**src/logic/soc_bus_pkg.sv**
```systemverilog
//------------------------------------------------------------
// Bus widths, memory map regions and BRAM geometry
//------------------------------------------------------------
`default_nettype none

package soc_bus_pkg;

	// Bus widths
	localparam int ADR_W    = 32;
	localparam int DATA_W   = 32;
	localparam int SEL_W    = 4;
	localparam int REGION_W = 3;

	typedef logic [ADR_W-1:0]    adr_t;
	typedef logic [DATA_W-1:0]   data_t;
	typedef logic [SEL_W-1:0]    sel_t;
	typedef logic [REGION_W-1:0] region_t;

	// Region number sits in the top address bits
	localparam int REGION_LSB = ADR_W - REGION_W;

	// Populated regions
	localparam region_t REGION_BRAM = 3'd1; // 0x20000000
	localparam region_t REGION_CSR  = 3'd4; // 0x80000000

	// Answer for every region without a target
	localparam data_t DEFAULT_DATA = 32'habadface;

	// BRAM geometry, word index from address bits 11:2
	localparam int BRAM_WORDS   = 1024;
	localparam int BRAM_IDX_W   = 10;
	localparam int BRAM_IDX_LSB = 2;

	typedef logic [BRAM_IDX_W-1:0] bram_idx_t;

endpackage

`default_nettype wire

```
**src/logic/soc_csr_pkg.sv**
```systemverilog
//------------------------------------------------------------
// CSR address layout, GPIO widths, system controller map
//------------------------------------------------------------
`default_nettype none

package soc_csr_pkg;

	// CSR address is bus byte address bits 15:2
	localparam int CSR_ADR_W   = 14;
	localparam int CSR_BANK_W  = 4;
	localparam int CSR_REG_W   = 10;
	localparam int CSR_ADR_LSB = 2;

	typedef logic [CSR_ADR_W-1:0]  csr_adr_t;
	typedef logic [CSR_BANK_W-1:0] csr_bank_t;
	typedef logic [CSR_REG_W-1:0]  csr_reg_t;

	// System controller bank and registers
	localparam csr_bank_t SYSCTL_BANK  = 4'd1;
	localparam csr_reg_t  REG_GPIO_IN  = 10'd0;
	localparam csr_reg_t  REG_GPIO_OUT = 10'd1;
	localparam csr_reg_t  REG_IRQ_PEND = 10'd2;
	localparam csr_reg_t  REG_IRQ_MASK = 10'd3;
	localparam csr_reg_t  REG_SYS_ID   = 10'd4;

	// Board ID, "X401" in ASCII
	localparam soc_bus_pkg::data_t SYSTEM_ID = 32'h58343031;

	// GPIO widths
	localparam int GPIO_IN_W  = 13;
	localparam int GPIO_OUT_W = 14;

	typedef logic [GPIO_IN_W-1:0]  gpio_in_t;
	typedef logic [GPIO_OUT_W-1:0] gpio_out_t;

endpackage

`default_nettype wire

```
**src/logic/csr_bus_if.sv**
```systemverilog
//------------------------------------------------------------
// CSR bus, bridge and slave views
//------------------------------------------------------------
`timescale 1ns/10ps
`default_nettype none

interface csr_bus_if;

	// Bank in the upper bits, register in the lower
	soc_csr_pkg::csr_adr_t csr_a;
	// Single-cycle write strobe
	logic                  csr_we;
	soc_bus_pkg::data_t    csr_dw;
	// Registered in the slave
	soc_bus_pkg::data_t    csr_dr;

	modport bridge (output csr_a, csr_we, csr_dw, input csr_dr);
	modport slave (input csr_a, csr_we, csr_dw, output csr_dr);

endinterface

`default_nettype wire

```
**src/logic/sys_bus_if.sv**
```systemverilog
//------------------------------------------------------------
// Internal Wishbone-style bus, master and slave views
//------------------------------------------------------------
`timescale 1ns/10ps
`default_nettype none

interface sys_bus_if;

	// Request, driven by the decode stage
	soc_bus_pkg::adr_t  adr;
	soc_bus_pkg::data_t dat_w;
	soc_bus_pkg::sel_t  sel;
	logic               we;
	// Held until ack
	logic               stb;

	// Response, driven by the target
	soc_bus_pkg::data_t dat_r;
	// One-cycle pulse
	logic               ack;

	modport master (output adr, dat_w, sel, we, stb, input dat_r, ack);
	modport slave (input adr, dat_w, sel, we, stb, output dat_r, ack);

endinterface

`default_nettype wire

```
**src/logic/csr_bridge.sv**
```systemverilog
//------------------------------------------------------------
// Bus to CSR bridge, one CSR access per bus access
//------------------------------------------------------------
`timescale 1ns/10ps
`default_nettype none

module csr_bridge (
	input wire        sys_clk,
	input wire        arst_n_i,
	sys_bus_if.slave  bus,
	csr_bus_if.bridge csr
);

	typedef enum logic [1:0] {IDLE, ACCESS, RESPOND, WAIT_DROP} state_t;

	state_t state;

	// Slave read data is registered and lands in the ack cycle
	assign bus.dat_r = csr.csr_dr;

	//------------------------------------------------------------
	// Sequencer
	//------------------------------------------------------------
	always_ff @(posedge sys_clk or negedge arst_n_i) begin
		if (!arst_n_i) begin
			state      <= IDLE;
			csr.csr_we <= 1'b0;
			bus.ack    <= 1'b0;
		end else begin
			case (state)
				IDLE: begin
					// Address goes out now, write strobe with it
					if (bus.stb) begin
						state      <= ACCESS;
						csr.csr_we <= bus.we;
					end
				end
				ACCESS: begin
					// Slave sampled the address, its data is next
					state      <= RESPOND;
					csr.csr_we <= 1'b0;
					bus.ack    <= 1'b1;
				end
				RESPOND: begin
					state   <= WAIT_DROP;
					bus.ack <= 1'b0;
				end
				WAIT_DROP: begin
					// Strobe may linger one cycle past the ack
					if (!bus.stb)
						state <= IDLE;
				end
				default: state <= IDLE;
			endcase
		end
	end

	// Address and write data, held until the next access
	always_ff @(posedge sys_clk) begin
		if (state == IDLE && bus.stb) begin
			csr.csr_a  <= bus.adr[soc_csr_pkg::CSR_ADR_LSB +: soc_csr_pkg::CSR_ADR_W];
			csr.csr_dw <= bus.dat_w;
		end
	end

endmodule

`default_nettype wire

```
**src/flat_wrapper.sv**
```systemverilog
// flat-port wrapper written by rule: the top's interface ports become plain ports
module csr_bridge_flat 
  (sys_clk, arst_n_i, bus_adr, bus_dat_w, bus_sel, bus_we, bus_stb, bus_dat_r, bus_ack, csr_csr_a, csr_csr_we, csr_csr_dw, csr_csr_dr);
  sys_bus_if bus_i ();
  csr_bus_if csr_i ();
  input wire sys_clk;
  input wire arst_n_i;
  input wire logic [$bits(bus_i.adr)-1:0] bus_adr;
  input wire logic [$bits(bus_i.dat_w)-1:0] bus_dat_w;
  input wire logic [$bits(bus_i.sel)-1:0] bus_sel;
  input wire logic [$bits(bus_i.we)-1:0] bus_we;
  input wire logic [$bits(bus_i.stb)-1:0] bus_stb;
  output wire logic [$bits(bus_i.dat_r)-1:0] bus_dat_r;
  output wire logic [$bits(bus_i.ack)-1:0] bus_ack;
  output wire logic [$bits(csr_i.csr_a)-1:0] csr_csr_a;
  output wire logic [$bits(csr_i.csr_we)-1:0] csr_csr_we;
  output wire logic [$bits(csr_i.csr_dw)-1:0] csr_csr_dw;
  input wire logic [$bits(csr_i.csr_dr)-1:0] csr_csr_dr;
  assign bus_i.adr = bus_adr;
  assign bus_i.dat_w = bus_dat_w;
  assign bus_i.sel = bus_sel;
  assign bus_i.we = bus_we;
  assign bus_i.stb = bus_stb;
  assign bus_dat_r = bus_i.dat_r;
  assign bus_ack = bus_i.ack;
  assign csr_csr_a = csr_i.csr_a;
  assign csr_csr_we = csr_i.csr_we;
  assign csr_csr_dw = csr_i.csr_dw;
  assign csr_i.csr_dr = csr_csr_dr;
  csr_bridge u_core (.sys_clk(sys_clk), .arst_n_i(arst_n_i), .bus(bus_i), .csr(csr_i));
endmodule
```
**config.mk**
```make
export PLATFORM = sky130hd
export DESIGN_NAME = csr_bridge_flat
export DESIGN_NICKNAME = d
export VERILOG_FILES = /design/src/logic/soc_bus_pkg.sv /design/src/logic/soc_csr_pkg.sv /design/src/logic/csr_bus_if.sv /design/src/logic/sys_bus_if.sv /design/src/logic/csr_bridge.sv /design/src/flat_wrapper.sv
export SDC_FILE = /design/constraint.sdc
export NUM_CORES = 1
export LEC_CHECK = 0
export ABC_AREA = 0
export BUFFER_PORTS_ARGS = -buffer_cell sky130_fd_sc_hd__buf_2
export CAP_MARGIN = 15
export CORE_UTILIZATION = 36
export DETAILED_ROUTE_END_ITERATION = 7
export PLACE_DENSITY = 0.8
export SKIP_CTS_REPAIR_TIMING = 1
export SLEW_MARGIN = 10
export SYNTH_ARGS = -nofsm -noshare
export SYNTH_HDL_FRONTEND = slang
export SYNTH_SLANG_ARGS = --single-unit
export TNS_END_PERCENT = 1
```
**constraint.sdc**
```tcl
create_clock -name sys_clk -period 2.4 [get_ports sys_clk]
set_clock_uncertainty 0.15 [all_clocks]
set_input_delay 0.48 -clock sys_clk [delete_from_list [all_inputs] [get_ports sys_clk]]
set_output_delay 0.48 -clock sys_clk [all_outputs]
set_load 0.01 [all_outputs]
```
Yosys cells after proc, flatten, opt, wreduce, memory -nomap -nowiden
Cells that the tools add are included.
{ "word_totals": {"input_bits": 104, "ff_bits": 50, "word_cells": 22, "out_inout_bits": 80} }
{ "classes": {"reduce_logical": 6, "eq_ne": 5, "n_mux": 6} }
{ "ops": {"columns": ["cell", "n"], "rows": [
  ["$pmux W2 S4", 1],
  ["$eq A2 B2 Y1 const B", 2],
  ["$mux W2", 2],
  ["$ne A2 B2 Y1 const B", 2],
  ["$pmux W1 S2", 2],
  ["$reduce_and A2 Y1", 2],
  ["$reduce_bool A2 Y1", 2],
  ["$eq A2 B1 Y1 const B", 1],
  ["$logic_not A2 Y1", 1],
  ["$logic_and A1 B1 Y1", 1],
  ["$mux W1", 1]
]} }

Depth between registers and ports, before layout
{ "logic_depth": {"ltp_word": 3, "ltp_mapped": 4, "mapped_depth_nobuf": 4} }

Worst setup path before layout
Ideal clock, no wire load.
{ "synth_path": {"path_kind": "register to register", "start": "register u_core.state[0]", "end": "register u_core.csr.csr_a[0] (enable)", "synth_period_minus_slack_ns": 1.896, "setup_ns": 0.383, "path_buffers": 0, "stages_incl_launch_ff": 4, "t_arrival_ns": 1.363, "t_required_ns": 1.867, "path_slack_ns": 0.504, "path_cell_list": "dfrtp_1 -> inv_1 -> ha_1 -> and2_2"} }
{ "synth_between": {"elab_chain_cells": 2} }
{ "synth_rtl": {"columns": ["element", "line", "source"], "rows": [
  ["start: declaration", "csr_bridge.sv:16", "state_t state;"],
  ["start signal: assignment", "csr_bridge.sv:26", "state <= IDLE;"],
  ["start signal: assignment", "csr_bridge.sv:34", "state <= ACCESS;"],
  ["start signal: assignment", "csr_bridge.sv:40", "state <= RESPOND;"],
  ["$logic_not A2 Y1", "csr_bridge.sv:60", "if (state == IDLE && bus.stb) begin"],
  ["$logic_and A1 B1 Y1", "csr_bridge.sv:60", null],
  ["end signal: assignment", "csr_bridge.sv:61", "csr.csr_a <= bus.adr[soc_csr_pkg::CSR_ADR_LSB +: soc_csr_pkg::CSR_ADR_W];"],
  ["end: declaration", "csr_bus_if.sv:17", "modport bridge (output csr_a, csr_we, csr_dw, input csr_dr);"]
]} }
No other way between the ends.
A chain may end at the register's enable or synchronous reset.

Worst setup path after layout
{ "layout_path": {"start": "register u_core.state[0]", "end": "register u_core.csr.csr_a[6] (enable)"} }
The elaborated chain is that of the path after synthesis.

==> results.json <==
{
  "top_layer": "met4",
  "synth_cell_types": 14,
  "ys_top_cells_by_area": "edfxtp_1 (74%), buf_4 (13%), dfrtp_1 (5.4%)",
  "finalNonFillerCells": 242,
  "dieArea_um2": 5480,
  "area_growth_pct": 24.6,
  "design_area_um2": 2330,
  "synth-edff-count": 46,
  "grt_pass1_wl_um": 4770,
  "worst_setup_path_start_kind": "flip-flop",
  "synth_cells": 99,
  "synth_warnings": 0,
  "setup_violations": 0,
  "start_util": 0.385,
  "root_buffer": "clkbuf_8",
  "drv_slew": 0,
  "synth_area_leader_cell": "edfxtp_1",
  "die_w_um": 74.0,
  "coreArea_um2": 4850,
  "critPathKind": "flip-flop to flip-flop",
  "finalCriticalPeriod_ns": 1.82,
  "grt_pass1_vias": 1051,
  "synth_common_cells": "edfxtp_1 (46), buf_4 (32), dfrtp_1 (4), ha_1 (4)",
  "clk_transition_reported_paths_ns": 0.08,
  "ys_seq_area_frac": 0.793,
  "dr.pass1.iters": 3,
  "drt_iter0_drc": 45,
  "cts_tree": "done",
  "crit_arrival_ns": 1.63,
  "cts_buffers": 5,
  "m1WireLength_um": 1150,
  "route.detailed.drc": 0,
  "tightest_slew_ns": 0.378,
  "cp_data_required_time_ns": 2.21,
  "die_height_um": 74.0,
  "seqCellArea_um2": 1480,
  "worstHoldPathType": "input pin to flip-flop",
  "syn-cell-area_um2": 1870,
  "wl_per_cell_um": 13.8,
  "path_cells": "inv_1, ha_1, and2_2, buf_4",
  "diodes": 0,
  "syn_avg_cell_area_um2": 18.9,
  "slew_headroom": 0.748,
  "num_vias": 1037,
  "dp_hpwl_um": 2610,
  "powerDensity_nw_per_um2": 974,
  "wl_met3_um": 412,
  "fin_nets": 282,
  "crit_path_top_delay_cell": "dfrtp_1",
  "postPlaceCellArea_um2": 2210,
  "utilization": 0.480,
  "async_flop_share": 0.0800,
  "gr-total-overflow": 0,
  "drive_gt1_frac": 0.623,
  "wl_met2_um": 1660,
  "rsz0062_at_grt": "no",
  "wl_um": 3330,
  "final.setup.tns_ns": 0,
  "cts_num_sinks": 50,
  "viasPerCell": 4.29,
  "fin_hold_ws_ns": 0.207,
  "num_io_pins": 184,
  "outcome": "finished clean",
  "synth_top_area_share": 0.739,
  "antenna_left": 0,
  "drv_cap": 0,
  "synth.most_common_cell": "edfxtp_1",
  "fmax_mhz": 549,
  "numPortBuffers": 97,
  "cts_max_path_buffers": 2,
  "insertion_delay_ns": 0.29,
  "synth_fp_nets": 207,
  "post-route-period-util": 0.758,
  "critPathMaxStageDelay_ns": 0.41,
  "multiInputGateArea_um2": 139,
  "leakagePower_uw": 0.000996,
  "grt_max_degree": 32,
  "nFillCells": 420,
  "grt_use_total": 0.121,
  "synth-seq-cells": 50,
  "rows": 25,
  "cp-end-kind": "flip-flop",
  "antenna_found_initial": 0,
  "finalHoldViolCount": 0,
  "synth_flop_cell": "edfxtp_1",
  "dp.cells": 233,
  "crit_path_max_fanout": 31,
  "ir_drop_v": 0.000576,
  "gp_congestion": 0.678,
  "htreeDepth": 2
}
## report_power, final
group | switching [uW] | leakage, uW | internal (uW)
Sequential | 49.5 | 0.000470 | 1150
Combinational | 286 | 0.000473 | 220
Clock | 246 | 0.0000524 | 312
## metal layers
| layer | vias to the layer above | GRT usage |
|---|---|---|
| li1 | 471 | - |
| met1 | 462 | 0.124 |
| met2 | 80 | 0.190 |
| met3 | 24 | 0.0678 |
| met4 | 0 | 0.0791 |
| met5 | - | 0 |
## sequential cells by signal, indices dropped and copies added, names as in the netlist
name,count
u_core.bus.ack,1
u_core.csr.csr_we,1
u_core.csr.csr_a,14
u_core.csr.csr_dw,32
u_core.state,2
## layout by cell type (no fill, tap or decap)
cell,instances
a211oi_1,1
a21oi_1,2
and2_2,1
buf_2,97
buf_4,2
bufinv_16,1
clkbuf_1,2
clkbuf_8,5
dfrtp_1,4
dlygate4sd3_1,1
edfxtp_1,46
ha_1,4
inv_1,2
mux2_4,2
nand3_1,1
nand3b_1,1
nand4b_1,1
nor2_1,1
or3b_2,1
## area by class of cell
type / count / share of cell area
clock buffer: 7 / 0.0328
clock inverter: 1 / 0.0129
inverter: 2 / 0.00322
multi-input combinational: 15 / 0.0596
sequential: 50 / 0.636
tap: 67 / 0.0360
timing repair buffer: 100 / 0.219
## kinds of logic (layout without fill, tap and decap cells)
logic type | count (synthesis) | count (layout) | synth area share
DFF | 50 | 50 | 0.793
AOI/OAI and AO/OA | 3 | 3 | 0.00938
adders and majority gates | 4 | 4 | 0.0268
buffers and inverters | 34 | 110 | 0.133
and+or+nand+nor | 6 | 6 | 0.0221
muxes | 2 | 2 | 0.0161
## worst max-delay path, delay by kind of cell (launching register included)
| family | cells | cell delay [ns] |
|---|---|---|
| DFF | 1 | 0.41 |
| buffers and inverters | 2 | 0.46 |
| and+or+nand+nor | 1 | 0.19 |
| adders and majority gates | 1 | 0.26 |
## final timing paths
| check | end | slack, ns | cells after the start | startpoint |
|---|---|---|---|---|
| max in group asynchronous | u_core.state[0]$_DFFE_PN0P_ | 1.61 | 2 | arst_n_i |
| max | u_core.csr.csr_a[6]$_DFFE_PP_ | 0.58 | 4 | u_core.state[0]$_DFFE_PN0P_ |
| min | u_core.csr.csr_dw[12]$_DFFE_PP_ | 0.21 | 1 | bus_dat_w[12] |
| min in group asynchronous | u_core.csr.csr_we$_DFFE_PN0P_ | 0.36 | 2 | arst_n_i |
| max reg2reg | u_core.csr.csr_a[6]$_DFFE_PP_ | 0.58 | 4 | u_core.state[0]$_DFFE_PN0P_ |
| min reg2reg | u_core.bus.ack$_DFFE_PN0P_ | 0.41 | 2 | u_core.bus.ack$_DFFE_PN0P_ |
## per-stage QoR
| stage | total power (uW) | setup slack, ns |
|---|---|---|
| after floorplan | 1560 | 0.504 |
| after global placement | 1720 | 0.622 |
| after detailed placement | 1740 | 0.575 |
| after CTS | 2300 | 0.557 |
| after global routing | 2400 | 0.449 |
| final | 2270 | 0.580 |
(Power assumes the default switching activity.)
