$ cat config.mk
export PLATFORM = sky130hd
export DESIGN_NAME = sysctl_gpio_flat
export DESIGN_NICKNAME = d
export VERILOG_FILES = /design/src/logic/soc_bus_pkg.sv /design/src/logic/soc_csr_pkg.sv /design/src/logic/csr_bus_if.sv /design/src/logic/sysctl_gpio.sv /design/src/flat_wrapper.sv
export SDC_FILE = /design/constraint.sdc
export NUM_CORES = 1
export LEC_CHECK = 0
export ABC_AREA = 1
export BUFFER_PORTS_ARGS = -buffer_cell sky130_fd_sc_hd__buf_2
export CAP_MARGIN = 30
export CORE_MARGIN = 8
export CORE_UTILIZATION = 40
export DETAILED_ROUTE_END_ITERATION = 7
export MAX_ROUTING_LAYER = met4
export PLACE_DENSITY_LB_ADDON = 0.1
export SLEW_MARGIN = 20
export SYNTH_ARGS = -nofsm -noshare
export SYNTH_HDL_FRONTEND = slang
export SYNTH_SLANG_ARGS = --single-unit
$ cat constraint.sdc
create_clock -name sys_clk -period 1 [get_ports sys_clk]
set_input_delay 0.05 -clock sys_clk [delete_from_list [all_inputs] [get_ports sys_clk]]
set_output_delay 0.05 -clock sys_clk [all_outputs]
set_load 0.005 [all_outputs]
$ cat src/logic/soc_bus_pkg.sv
//------------------------------------------------------------
// Bus widths, memory map regions and BRAM geometry
//------------------------------------------------------------
`default_nettype none

package soc_bus_pkg;

	// Bus widths
	localparam int ADR_W    = 32;
	localparam int DATA_W   = 32;
	localparam int SEL_W    = 4;
	localparam int REGION_W = 3;

	typedef logic [ADR_W-1:0]    adr_t;
	typedef logic [DATA_W-1:0]   data_t;
	typedef logic [SEL_W-1:0]    sel_t;
	typedef logic [REGION_W-1:0] region_t;

	// Region number sits in the top address bits
	localparam int REGION_LSB = ADR_W - REGION_W;

	// Populated regions
	localparam region_t REGION_BRAM = 3'd1; // 0x20000000
	localparam region_t REGION_CSR  = 3'd4; // 0x80000000

	// Answer for every region without a target
	localparam data_t DEFAULT_DATA = 32'habadface;

	// BRAM geometry, word index from address bits 11:2
	localparam int BRAM_WORDS   = 1024;
	localparam int BRAM_IDX_W   = 10;
	localparam int BRAM_IDX_LSB = 2;

	typedef logic [BRAM_IDX_W-1:0] bram_idx_t;

endpackage

`default_nettype wire

$ cat src/logic/soc_csr_pkg.sv
//------------------------------------------------------------
// CSR address layout, GPIO widths, system controller map
//------------------------------------------------------------
`default_nettype none

package soc_csr_pkg;

	// CSR address is bus byte address bits 15:2
	localparam int CSR_ADR_W   = 14;
	localparam int CSR_BANK_W  = 4;
	localparam int CSR_REG_W   = 10;
	localparam int CSR_ADR_LSB = 2;

	typedef logic [CSR_ADR_W-1:0]  csr_adr_t;
	typedef logic [CSR_BANK_W-1:0] csr_bank_t;
	typedef logic [CSR_REG_W-1:0]  csr_reg_t;

	// System controller bank and registers
	localparam csr_bank_t SYSCTL_BANK  = 4'd1;
	localparam csr_reg_t  REG_GPIO_IN  = 10'd0;
	localparam csr_reg_t  REG_GPIO_OUT = 10'd1;
	localparam csr_reg_t  REG_IRQ_PEND = 10'd2;
	localparam csr_reg_t  REG_IRQ_MASK = 10'd3;
	localparam csr_reg_t  REG_SYS_ID   = 10'd4;

	// Board ID, "X401" in ASCII
	localparam soc_bus_pkg::data_t SYSTEM_ID = 32'h58343031;

	// GPIO widths
	localparam int GPIO_IN_W  = 13;
	localparam int GPIO_OUT_W = 14;

	typedef logic [GPIO_IN_W-1:0]  gpio_in_t;
	typedef logic [GPIO_OUT_W-1:0] gpio_out_t;

endpackage

`default_nettype wire

$ cat src/logic/csr_bus_if.sv
//------------------------------------------------------------
// CSR bus, bridge and slave views
//------------------------------------------------------------
`timescale 1ns/10ps
`default_nettype none

interface csr_bus_if;

	// Bank in the upper bits, register in the lower
	soc_csr_pkg::csr_adr_t csr_a;
	// Single-cycle write strobe
	logic                  csr_we;
	soc_bus_pkg::data_t    csr_dw;
	// Registered in the slave
	soc_bus_pkg::data_t    csr_dr;

	modport bridge (output csr_a, csr_we, csr_dw, input csr_dr);
	modport slave (input csr_a, csr_we, csr_dw, output csr_dr);

endinterface

`default_nettype wire

$ cat src/logic/sysctl_gpio.sv
//------------------------------------------------------------
// System controller: GPIO, input-change IRQ, system ID
//------------------------------------------------------------
`timescale 1ns/10ps
`default_nettype none

module sysctl_gpio (
	input  wire                        sys_clk,
	input  wire                        arst_n_i,
	csr_bus_if.slave                   csr,
	input  wire soc_csr_pkg::gpio_in_t gpio_in_i,
	output soc_csr_pkg::gpio_out_t     gpio_out_o,
	output logic                       irq_o
);

	soc_csr_pkg::gpio_in_t  sync_meta;
	soc_csr_pkg::gpio_in_t  sync_q;
	soc_csr_pkg::gpio_in_t  sync_prev;
	soc_csr_pkg::gpio_in_t  irq_pend;
	soc_csr_pkg::gpio_in_t  irq_mask;
	soc_csr_pkg::gpio_in_t  pend_clr;
	soc_csr_pkg::csr_bank_t bank;
	soc_csr_pkg::csr_reg_t  reg_sel;
	logic                   bank_hit;

	// Split the CSR address
	assign bank     = csr.csr_a[soc_csr_pkg::CSR_ADR_W-1 -: soc_csr_pkg::CSR_BANK_W];
	assign reg_sel  = csr.csr_a[soc_csr_pkg::CSR_REG_W-1:0];
	assign bank_hit = (bank == soc_csr_pkg::SYSCTL_BANK);

	// Write 1s to clear pending bits
	assign pend_clr = (csr.csr_we && bank_hit && reg_sel == soc_csr_pkg::REG_IRQ_PEND)
		? csr.csr_dw[soc_csr_pkg::GPIO_IN_W-1:0] : '0;

	//------------------------------------------------------------
	// Input synchronizer
	//------------------------------------------------------------
	// Two flops, then one more for change detect
	always_ff @(posedge sys_clk or negedge arst_n_i) begin
		if (!arst_n_i) begin
			sync_meta <= '0;
			sync_q    <= '0;
			sync_prev <= '0;
		end else begin
			sync_meta <= gpio_in_i;
			sync_q    <= sync_meta;
			sync_prev <= sync_q;
		end
	end

	//------------------------------------------------------------
	// Control registers
	//------------------------------------------------------------
	always_ff @(posedge sys_clk or negedge arst_n_i) begin
		if (!arst_n_i) begin
			gpio_out_o <= '0;
			irq_mask   <= '0;
			irq_pend   <= '0;
			irq_o      <= 1'b0;
		end else begin
			// New changes win over a clear in the same cycle
			irq_pend <= (irq_pend & ~pend_clr) | (sync_q ^ sync_prev);
			irq_o    <= |(irq_pend & irq_mask);
			if (csr.csr_we && bank_hit) begin
				case (reg_sel)
					soc_csr_pkg::REG_GPIO_OUT:
						gpio_out_o <= csr.csr_dw[soc_csr_pkg::GPIO_OUT_W-1:0];
					soc_csr_pkg::REG_IRQ_MASK:
						irq_mask <= csr.csr_dw[soc_csr_pkg::GPIO_IN_W-1:0];
					default: begin
					end
				endcase
			end
		end
	end

	// Read data, 0 for other banks and holes in the map
	always_ff @(posedge sys_clk) begin
		csr.csr_dr <= '0;
		if (bank_hit) begin
			case (reg_sel)
				soc_csr_pkg::REG_GPIO_IN:  csr.csr_dr <= soc_bus_pkg::data_t'(sync_q);
				soc_csr_pkg::REG_GPIO_OUT: csr.csr_dr <= soc_bus_pkg::data_t'(gpio_out_o);
				soc_csr_pkg::REG_IRQ_PEND: csr.csr_dr <= soc_bus_pkg::data_t'(irq_pend);
				soc_csr_pkg::REG_IRQ_MASK: csr.csr_dr <= soc_bus_pkg::data_t'(irq_mask);
				soc_csr_pkg::REG_SYS_ID:   csr.csr_dr <= soc_csr_pkg::SYSTEM_ID;
				default:                   csr.csr_dr <= '0;
			endcase
		end
	end

endmodule

`default_nettype wire

$ cat src/flat_wrapper.sv
// flat-port wrapper written by rule: the top's interface ports become plain ports
module sysctl_gpio_flat 
  (sys_clk, arst_n_i, gpio_in_i, gpio_out_o, irq_o, csr_csr_a, csr_csr_we, csr_csr_dw, csr_csr_dr);
  csr_bus_if csr_i ();
  input  wire sys_clk;
  input  wire arst_n_i;
  input  wire soc_csr_pkg::gpio_in_t gpio_in_i;
  output soc_csr_pkg::gpio_out_t gpio_out_o;
  output logic irq_o;
  input wire logic [$bits(csr_i.csr_a)-1:0] csr_csr_a;
  input wire logic [$bits(csr_i.csr_we)-1:0] csr_csr_we;
  input wire logic [$bits(csr_i.csr_dw)-1:0] csr_csr_dw;
  output wire logic [$bits(csr_i.csr_dr)-1:0] csr_csr_dr;
  assign csr_i.csr_a = csr_csr_a;
  assign csr_i.csr_we = csr_csr_we;
  assign csr_i.csr_dw = csr_csr_dw;
  assign csr_csr_dr = csr_i.csr_dr;
  sysctl_gpio u_core (.sys_clk(sys_clk), .arst_n_i(arst_n_i), .csr(csr_i), .gpio_in_i(gpio_in_i), .gpio_out_o(gpio_out_o), .irq_o(irq_o));
endmodule
### Word level (Yosys, flattened, before mapping)

Index checks and enable logic that the tools add are counted.
W data, S select, Z words.

* register bits: 112
* output and inout port bits: 47
* word-level logic and storage cells: 26

* equality and inequality tests: 5
* multiplexer cells: 2
* bitwise logic cells: 5
* reduce and logical (&&, ||, !) cells: 6

Operator list (count)
* $pmux W31 S5: 1
* $and A13 B13 Y13: 2
* $eq A10 B2 Y1 const B: 2
* $mux W13: 1
* $not A13 Y13: 1
* $or A13 B13 Y13: 1
* $reduce_or A13 Y1: 1
* $xor A13 B13 Y13: 1
* $eq A10 B1 Y1 const B: 1
* $eq A10 B3 Y1 const B: 1
* $logic_not A10 Y1: 1
* $eq A4 B1 Y1 const B: 1
* $reduce_and A2 Y1: 2
* $logic_and A1 B1 Y1: 2

### Logic depth before layout (Yosys ltp)

Gate-level depths: netlist of the first run.

* word-level depth: 7
* gate-level depth with buffers: 9
* depth with buffers taken out: 7

### Worst setup path before layout of the first run

OpenSTA, ideal clock, no wires.

* path kind: input to register
* from: input port csr_csr_a[10]
* to: register u_core.gpio_out_o[12]
* arrival: 898 ps
* required time: 878 ps
* path slack: -20 ps
* stages: 8
* path buffers: 1
* cells stage by stage: inv_1 > nor2_1 > nand2_1 > nor2_2 > nand3_2 > buf_4 > nand2_1 > o21ai_1

* longest elaborated chain between the ends: 3

RTL lines
* from (decl): line flat_wrapper.sv:10 `input wire logic [$bits(csr_i.csr_a)-1:0] csr_csr_a;`
* $eq A4 B1 Y1: line sysctl_gpio.sv:29 `assign bank_hit = (bank == soc_csr_pkg::SYSCTL_BANK);`
* $logic_and A1 B1 Y1: line sysctl_gpio.sv:64 `if (csr.csr_we && bank_hit) begin`
* $reduce_and A2 Y1 (no line)
* to (signal assigned): line sysctl_gpio.sv:67 `gpio_out_o <= csr.csr_dw[soc_csr_pkg::GPIO_OUT_W-1:0];`
* to (decl): line sysctl_gpio.sv:12 `output soc_csr_pkg::gpio_out_t gpio_out_o,`

No other way between the ends.
A chain may end at the register's enable or synchronous reset.

### Worst setup path in the final report of the first run

* from: register u_core.gpio_out_o[11]
* to: output port gpio_out_o[11]

RTL lines
* to (decl): line flat_wrapper.sv:8 `output soc_csr_pkg::gpio_out_t gpio_out_o;`

No word-level cell between the ends.

==> results.sh, run 1 <==
export IMPL_period_share_pct=98.17
export IMPL_dp_hpwl_mm=6.594
export IMPL_required_ns=0.95
export IMPL_fin_skew_ns=0.009986
export IMPL_cts_root_buf="clkbuf_8"
export IMPL_core_area_um2=9284
export IMPL_r2r_slack_ns=0.03
export IMPL_cts_buffers=9
export IMPL_clk_latency_ns=0.35
export IMPL_grt_pass1_vias=3015
export IMPL_gr_total_overflow=0
export IMPL_cp_start_kind="flop"
export IMPL_grt_pass1_wl_mm=15.02
export IMPL_worstPathMaxFanout=3
export IMPL_grt_antenna_before_repair=0
export IMPL_synth_common_cells="dfrtp_1, nand2_1, nand3_1"
export IMPL_finalNonFillerCells=663
export IMPL_slowest_stage="dfrtp_1"
export IMPL_die_x_um=113.9
export IMPL_firstDrtPassIters=5
export IMPL_drt_iter0_markers=177
export IMPL_hold_path_class="in2reg"
export IMPL_synthArstFlopShare_pct=84.21
export IMPL_wl_mm=9.239
export IMPL_synth_top_cell_area_share_pct=52.17
export IMPL_start_util_pct=41.33
export IMPL_synth_ff_type="dfrtp_1"
export IMPL_synth_most_common_cell="dfrtp_1"
export IMPL_dieHeight_um=113.9
export IMPL_powerDensity_nw_per_um2=1380
export IMPL_critPathKind="reg2out"
export IMPL_cp_cell_sequence="buf_2"
export IMPL_hold_viol_final=0
export IMPL_whs_path_depth=3
export IMPL_synth_area_um2=3837
export IMPL_cp_buffers_inverters=1
export IMPL_drv_slew=0
export IMPL_drv_cap=0
export IMPL_wl_per_cell_um=13.94
export IMPL_cts_num_sinks=95
export IMPL_status="finished, final reports clean"
export IMPL_rows=35
export IMPL_cts_tree="yes"
export IMPL_diodes=0
export IMPL_placed_cells=618
export IMPL_synth_seq_cells=95
export IMPL_max_vdd_ir_drop_v=0.0006238
export IMPL_avgViaCountPerCell=4.540
export IMPL_p_leak_nw=2.514
export IMPL_path_delay_family="flip-flops"
export IMPL_area_growth_pct=32.96
export IMPL_place_congestion=0.7939
export IMPL_fin_setup_tns_ns=0
export IMPL_fin_crit_ns=0.9817
export IMPL_crit_cells=1
export IMPL_critPathMaxStageDelay_ns=0.44
export IMPL_synth_cells=390
export IMPL_grt_use_total_pct=15.10
export IMPL_drc=0
export IMPL_syn_avg_cell_area_um2=9.840
export IMPL_end_kind="output pin"
export IMPL_finalSetupViolCount=0
export IMPL_ys_types=25
export IMPL_h_tree_depth=3
export IMPL_yosys_warnings=0
export IMPL_crit_arrival_ns=0.93
export IMPL_fmax_ghz=1.019
export IMPL_ant_nets=0
export IMPL_cts_clk_slew_worst_paths_ns=0.09
export IMPL_grt_max_degree=56
export IMPL_yosysTopAreaCell="dfrtp_1"
export IMPL_vias=3010
export IMPL_seq_area_frac_synth_pct=59.99
export IMPL_synth_edf_count=0
export IMPL_clk_path_buf_depth=2
export IMPL_io_pins=109
export IMPL_synth_area_leaders="dfrtp_1, dfxtp_1, nand2_1"
export IMPL_fin_nets=592
export IMPL_final_layout_size_suffix_gt1_share_pct=31.09
export IMPL_reg2regPathDepth=4
export IMPL_dieArea_um2=12980
export IMPL_grt_setup_unrepaired="yes"
export IMPL_io_buffers=78
==> layer usage <==
metal	vias up	part of all wire (%)	global-route usage [%]	wire (µm)
met4	0	0.40	4.259	37
met5	-	0	-	0
met1	1398	48	19.64	4457
met2	93	44	22.87	4076
li1	1517	-	-	-
met3	2	7.2	3.803	667
==> registers in the layout, indices dropped and copies added, names as in the netlist <==
| name | cells |
|---|---|
| u_core.csr.csr_dr | 15 |
| u_core.irq_pend | 13 |
| u_core.sync_prev | 13 |
| u_core.sync_q | 13 |
| u_core.sync_meta | 13 |
| u_core.irq_mask | 13 |
| u_core.irq_o | 1 |
| u_core.gpio_out_o | 14 |
==> kinds of logic (layout without fill, tap and decap cells) <==
group / count (synthesis) / count (layout) / synth area share (%)
compound gates: 44 / 44 / 6.814
xor+xnor: 13 / 13 / 2.967
buf+inv: 55 / 188 / 9.064
flops: 95 / 95 / 59.99
other cells: 1 / 12 / 0.09772
simple gates: 182 / 182 / 21.06
==> power breakdown <==
part           internal [W]  switching, W
registers           0.00391     0.0000471
clock network       0.00129       0.00134
logic              0.000226      0.000234
total               0.00543       0.00162
==> through the flow <==
step / utilization [%] / setup slack (ns) / hold slack, ns / total power [W] / area [µm²]
final: 54.96 / 0.01825 / 0.003379 / 0.007043 / 5102
after global routing: 54.96 / -0.02391 / 0.02079 / 0.007308 / 5102
after CTS: 54.57 / 0.0009539 / 0.001021 / 0.007114 / 5066
after detailed placement: 49.37 / -0.2278 / 0.06581 / 0.004427 / 4583
after global placement: 49.37 / -0.1902 / 0.06456 / 0.004420 / 4583
after floorplan: - / 0.006445 / -0.2456 / 0.004197 / 3884
==> path summary, 6_finish.rpt <==
check	startpoint	to
min in group asynchronous	arst_n_i	u_core.sync_meta[8]
min	csr_csr_dw[12]	u_core.irq_mask[12]
max reg2reg	u_core.irq_pend[4]	u_core.irq_o
min reg2reg	u_core.sync_meta[10]	u_core.sync_q[10]
max	u_core.gpio_out_o[11]	gpio_out_o[11]
max in group asynchronous	arst_n_i	u_core.sync_prev[12]
==> layout make-up <==
class,instances,area [µm²]
inverters,22,82.58
multi-input cells,251,1257
repair buffers,151,1091
clock inverters,4,55.05
flip-flops and latches,95,2303
fillers,872,4182
clock buffers,11,151.4
well taps,129,161.4
==> what timing repair did <==
| item | in CTS | in global routing |
|---|---|---|
| endpoints found under the hold margin | 113 | 0 |
| setup endpoints to repair | 1 | 9 |
| hold buffers | 25 | 0 |
| buffers inserted | 1 | 4 |
| resized for setup | 4 | 3 |
| gates cloned | 0 | 0 |
| pin swaps | 1 | 3 |
==> placed cells by master, fill, tap and decap left out, drive strengths merged <==
| master | instances |
|---|---|
| a21oi | 1 |
| nor2 | 38 |
| a221oi | 2 |
| o21ai | 41 |
| clkinv | 2 |
| dfrtp | 80 |
| conb | 12 |
| nor3 | 1 |
| buf | 126 |
| nand4 | 2 |
| nand2 | 80 |
| clkinvlp | 1 |
| nand3 | 60 |
| nand3b | 1 |
| inv | 22 |
| dfxtp | 15 |
| xnor2 | 13 |
| dlygate4sd3 | 25 |
| clkbuf | 11 |
| bufinv | 1 |
(Power assumes the default switching activity.)
==> run 2: changes to the inputs <==
CTS_CLUSTER_DIAMETER = 30   (was default)
RECOVER_POWER = 50   (was default)
clock period = 0.9 ns   (was 1 ns; I/O delays follow)
==> run 2 against run 1 <==
Effect of this change:
- hold slack improved by 0.10 ns
- global-route usage is 1.5 points higher
- sequential power increased by 11%
- via count grew 5.8%
- largest power group unchanged
- die area unchanged
- the flow now finishes with violations (setup timing)
- clock-buffer cell count down 1
- highest routed layer unchanged
- flip-flop and latch count stayed put
==> results.sh, run 2 (synthesized netlist as in run 1, its figures left out) <==
export IMPL_worstPathMaxFanout=2
export IMPL_die_x_um=113.9
export IMPL_dieArea_um2=12980
export IMPL_crit_start="u_core.gpio_out_o[0]"
export IMPL_io_pins=109
export IMPL_grt_pass1_vias=3335
export IMPL_max_vdd_ir_drop_v=0.001227
export IMPL_fin_setup_tns_ns=-1.238
export IMPL_largest_reg_flops=15
export IMPL_fin_ws_ns=-0.1305
export IMPL_rows=35
export IMPL_gr_total_overflow=0
export IMPL_finalSetupViolCount=27
export IMPL_dp_hpwl_mm=6.848
export IMPL_clk_path_buf_depth=2
export IMPL_placed_cell_area_um2=4788
export IMPL_finalNonFillerCells=686
export IMPL_powerDensity_nw_per_um2=1387
export IMPL_regMostFlops="u_core.csr.csr_dr"
export IMPL_grt_antenna_before_repair=0
export IMPL_place_congestion=0.8461
export IMPL_p_leak_nw=2.690
export IMPL_wl_mm=10.03
export IMPL_avgViaCountPerCell=4.641
export IMPL_layout_commonest_cell="dfrtp_1"
export IMPL_grt_pass1_wl_mm=16.53
export IMPL_cts_clk_slew_worst_paths_ns=0.10
export IMPL_vias=3184
export IMPL_whs_ns=0.1055
export IMPL_ant_nets=0
export IMPL_fin_crit_ns=1.031
export IMPL_fin_skew_ns=0.01081
export IMPL_cts_root_buf="clkbuf_8"
export IMPL_crit_reg2reg_launch="u_core.irq_mask[2]"
export IMPL_largestRegisters="u_core.csr.csr_dr (15), u_core.gpio_out_o (14)"
export IMPL_cts_num_sinks=95
export IMPL_violations="setup timing"
export IMPL_core_area_um2=9284
export IMPL_h_tree_depth=3
export IMPL_fin_nets=614
export IMPL_required_ns=0.85
export IMPL_final_cell_mix="dfrtp_1, nand2_1, buf_2"
export IMPL_fmax_ghz=0.9704
export IMPL_hold_viol_final=0
export IMPL_cp_start_kind="flop"
export IMPL_diodes=0
export IMPL_fin_area_um2=5731
export IMPL_crit_arrival_ns=0.99
export IMPL_fillers=804
export IMPL_period_share_pct=114.5
export IMPL_drt_iter0_markers=98
export IMPL_area_growth_pct=49.33
export IMPL_dieHeight_um=113.9
export IMPL_grt_setup_unrepaired="yes"
export IMPL_critPathKind="reg2out"
export IMPL_total_power_w=0.007951
export IMPL_placed_cells=624
export IMPL_drv_cap=0
export IMPL_grt_use_total_pct=16.60
export IMPL_cts_buffers=9
export IMPL_firstDrtPassIters=4
export IMPL_end_kind="output pin"
export IMPL_status="finished with violations"
export IMPL_start_util_pct=41.33
export IMPL_cts_tree="yes"
export IMPL_io_buffers=78
export IMPL_hold_path_class="in2async"
export IMPL_drv_slew=0
export IMPL_drc=0
export IMPL_wl_per_cell_um=14.62
export IMPL_clk_latency_ns=0.37
export IMPL_final_layout_size_suffix_gt1_share_pct=43.99
export IMPL_grt_max_degree=29
-- run 2: cell count changes in the layout (fill, tap and decap cells not counted), sizes merged --
cell / before / now
buf: 126 / 141
clkbuf: 11 / 14
dlygate4sd3: 25 / 28
inv: 22 / 25
clkinv: 2 / 0
clkinvlp: 1 / 2
-- run 2: metrics by stage --
step	utilization (%)	worst slack (ns)
2_1_floorplan	-	-0.08376
3_3_place_gp	51.58	-0.3334
3_5_place_dp	51.58	-0.2835
4_1_cts	59.68	-0.1510
5_1_grt	61.73	-0.1834
6_report	61.73	-0.1305
-- run 2: final timing paths --
check                      slack (ns)  cells after the start                    end
min reg2reg                      0.35                      0       u_core.sync_q[0]
max                             -0.13                      2          gpio_out_o[0]
min in group sys_clk             0.11                      5  u_core.csr.csr_dr[11]
min                              0.11                      2     u_core.irq_mask[5]
max in group asynchronous        0.12                      3     u_core.irq_pend[2]
max reg2reg                     -0.11                      4           u_core.irq_o
-- run 2: layout make-up --
class / count / area, µm² / area share, %
clock inverter: 6 / 73.82 / 1.288
clock buffer: 10 / 137.6 / 2.402
timing repair buffer: 173 / 1408 / 24.56
tap: 129 / 161.4 / 2.817
multi-input combinational: 251 / 1559 / 27.21
inverter: 22 / 82.58 / 1.441
sequential: 95 / 2308 / 40.28
-- run 2: timing repair --
action	CTS	global route
setup endpoints to repair	31	40
endpoints found under the hold margin	120	0
setup buffers	15	5
pin swaps	27	34
gates resized for setup	36	50
hold buffers	28	0
-- run 2: report_power, final --
group	internal (W)	switching, W	total [W]	leakage, nW
Clock	0.00140	0.00160	0.00300	0.101
Sequential	0.00434	0.0000545	0.00440	1.08
Combinational	0.000252	0.000298	0.000550	1.51
Total	0.00599	0.00196	0.00795	2.69
-- run 2: metal layers --
layer	wire, µm	vias up	GRT usage [%]
li1	-	1558	-
met1	4645	1524	20.23
met2	4614	87	25.20
met3	574	15	4.966
met4	193	0	6.921
met5	0	-	-
-- run 2: critical path, cell delays in order, from the launching register on --
cell and delay [ns]:
dfrtp_1 0.40, buf_6 0.12, buf_6 0.10
==> run 3: changes to the inputs <==
ABC_AREA = 0   (was 1)
==> run 3 against run 2 <==
Effect of this change:
- global-route usage fell by 1.1 points
- die area increased by 0.40%
- highest routed layer unchanged
- clock skew increased by 0.0033 ns
- maximum frequency decreased by 19%
- largest cell class unchanged
- non-clock buffer count is 1 higher
- setup slack worse by 0.24 ns
- critical endpoint is now u_core.irq_o
- the flow still finishes with violations (setup timing)
- core utilization down 1.2 points
- routed wire length decreased by 7.6%
- sequential power hardly changed
- clock power decreased by 6%
- register-to-register slack worse by 0.26 ns
==> results.sh, run 3 <==
export IMPL_gr_total_overflow=0
export IMPL_cts_num_sinks=95
export IMPL_grt_max_degree=30
export IMPL_cp_start_kind="flop"
export IMPL_violations="setup timing"
export IMPL_largestRegisters="u_core.csr.csr_dr (15), u_core.gpio_out_o (14)"
export IMPL_synth_common_cells="dfrtp_1, nor2b_1, mux2_4"
export IMPL_fillers=806
export IMPL_dieHeight_um=114.2
export IMPL_slew_limit_headroom_pct=65.31
export IMPL_h_tree_depth=3
export IMPL_synthArstFlopShare_pct=84.21
export IMPL_area_growth_pct=49.95
export IMPL_layout_commonest_cell="dfrtp_1"
export IMPL_drc=0
export IMPL_synth_top_cell_area_share_pct=51.93
export IMPL_seq_area_frac_synth_pct=59.72
export IMPL_largest_reg_flops=15
export IMPL_synth_most_common_cell="dfrtp_1"
export IMPL_ys_types=34
export IMPL_placed_cells=501
export IMPL_io_buffers=78
export IMPL_firstDrtPassIters=4
export IMPL_cts_clk_slew_worst_paths_ns=0.09
export IMPL_dp_hpwl_mm=5.908
export IMPL_powerDensity_nw_per_um2=1363
export IMPL_fin_ws_ns=-0.3691
export IMPL_synth_cells=256
export IMPL_wl_per_cell_um=16.47
export IMPL_drv_cap=0
export IMPL_synth_edf_count=0
export IMPL_crit_arrival_ns=1.49
export IMPL_hold_path_class="in2reg"
export IMPL_status="finished with violations"
export IMPL_finalSetupViolCount=74
export IMPL_place_congestion=0.7583
export IMPL_fin_crit_ns=1.269
export IMPL_pre_cts_slack_ns=-0.5375
export IMPL_dieArea_um2=13030
export IMPL_regMostFlops="u_core.csr.csr_dr"
export IMPL_critPathKind="reg2reg"
export IMPL_vias=2564
export IMPL_grt_setup_unrepaired="yes"
export IMPL_fmax_ghz=0.7879
export IMPL_syn_avg_cell_area_um2=15.06
export IMPL_wl_mm=9.270
export IMPL_cts_tree="yes"
export IMPL_cts_root_buf="clkbuf_8"
export IMPL_avgViaCountPerCell=4.554
export IMPL_grt_pass1_wl_mm=14.92
export IMPL_finalNonFillerCells=563
export IMPL_yosys_warnings=0
export IMPL_diodes=0
export IMPL_synth_area_leaders="dfrtp_1, dfxtp_1, mux2_4"
export IMPL_end_kind="flop"
export IMPL_core_area_um2=9549
export IMPL_drt_iter0_markers=60
export IMPL_drv_slew=0
export IMPL_worst_pin_slew_ns=0.5204
export IMPL_synth_seq_cells=95
export IMPL_final_cell_mix="dfrtp_1, buf_6, buf_2"
export IMPL_yosysTopAreaCell="dfrtp_1"
export IMPL_max_vdd_ir_drop_v=0.0008497
export IMPL_whs_ns=0.1680
export IMPL_period_share_pct=141.0
export IMPL_start_util_pct=40.37
export IMPL_rows=36
export IMPL_hold_viol_final=0
export IMPL_r2r_slack_ns=-0.37
export IMPL_clk_path_buf_depth=2
export IMPL_required_ns=1.12
export IMPL_cts_buffers=9
export IMPL_grt_pass1_vias=2816
export IMPL_total_power_w=0.007881
export IMPL_p_leak_nw=2.672
export IMPL_final_util_pct=60.53
export IMPL_grt_antenna_before_repair=0
export IMPL_ant_nets=0
export IMPL_synth_ff_type="dfrtp_1"
export IMPL_clk_latency_ns=0.36
export IMPL_synth_area_um2=3855
export IMPL_die_x_um=114.2
export IMPL_worstPathMaxFanout=2
export IMPL_fin_nets=487
export IMPL_final_layout_size_suffix_gt1_share_pct=53.02
export IMPL_fin_skew_ns=0.01415
export IMPL_grt_use_total_pct=15.50
export IMPL_io_pins=109
run 3: power by group:
part	internal, W	total [W]	switching, W
logic	0.000370	0.000665	0.000295
clock network	0.00136	0.00282	0.00146
registers	0.00434	0.00439	0.0000527
total	0.00607	0.00788	0.00181
run 3: routing by layer:
metal  GRT usage, %  vias to the layer above  wire (µm)
li1               -                     1217          -
met1          18.60                     1295       4057
met2          24.49                       50       4803
met3          4.800                        2        365
met4          4.880                        0         44
met5              -                        -          0
run 3: final timing paths:
| kind | cells after the start | endpoint | from |
|---|---|---|---|
| worst max-delay path | 3 | u_core.irq_o | u_core.irq_pend[12] |
| worst max register to register | 3 | u_core.irq_o | u_core.irq_pend[12] |
| max in group asynchronous | 3 | u_core.gpio_out_o[13] | arst_n_i |
| worst min register to register | 0 | u_core.sync_q[10] | u_core.sync_meta[10] |
| worst min-delay path | 5 | u_core.csr.csr_dr[4] | csr_csr_a[12] |
| min in group asynchronous | 2 | u_core.sync_meta[3] | arst_n_i |
run 3: through the flow:
| step | area, µm² | TNS, ns |
|---|---|---|
| floorplan | 3918 | -13.21 |
| global placement | 4678 | -23.50 |
| detailed placement | 4678 | -24.30 |
| global route | 5781 | -11.75 |
| finish | 5781 | -9.639 |
| CTS | 5685 | -10.21 |
run 3: logic make-up after synthesis:
| kind of cell | count (synthesis) | share of synthesized area [%] |
|---|---|---|
| DFF | 95 | 59.72 |
| AOI/OAI and AO/OA | 28 | 5.810 |
| xor gates and xnor gates | 13 | 2.954 |
| other | 1 | 0.09728 |
| and+or+nand+nor | 52 | 9.575 |
| muxes | 40 | 16.26 |
| buffers and inverters | 27 | 5.583 |
run 3: area by class of cell:
type                            count  area, µm²  share of cell area, %
Clock buffer                       11      141.4                  2.446
Clock inverter                      5      57.56                 0.9957
Multi-Input combinational cell    145       1538                  26.60
Sequential cell                    95       2306                  39.89
Tap cell                          133      166.4                  2.879
Timing Repair Buffer              174       1572                  27.19
run 3: critical path, cell delays in order, from the launching register on:
cell and delay, ns:
dfrtp_1 0.40, a222oi_1 0.41, and3_1 0.24, nand3_2 0.08
run 3: timing repair:
action | 4_1_cts | 5_1_grt
hold buffers | 28 | 0
resized for setup | 80 | 26
setup endpoints to repair | 75 | 77
buffers inserted | 16 | 3
cloned | 3 | 0
endpoints found under the hold margin | 120 | 0
pin swaps | 25 | 13
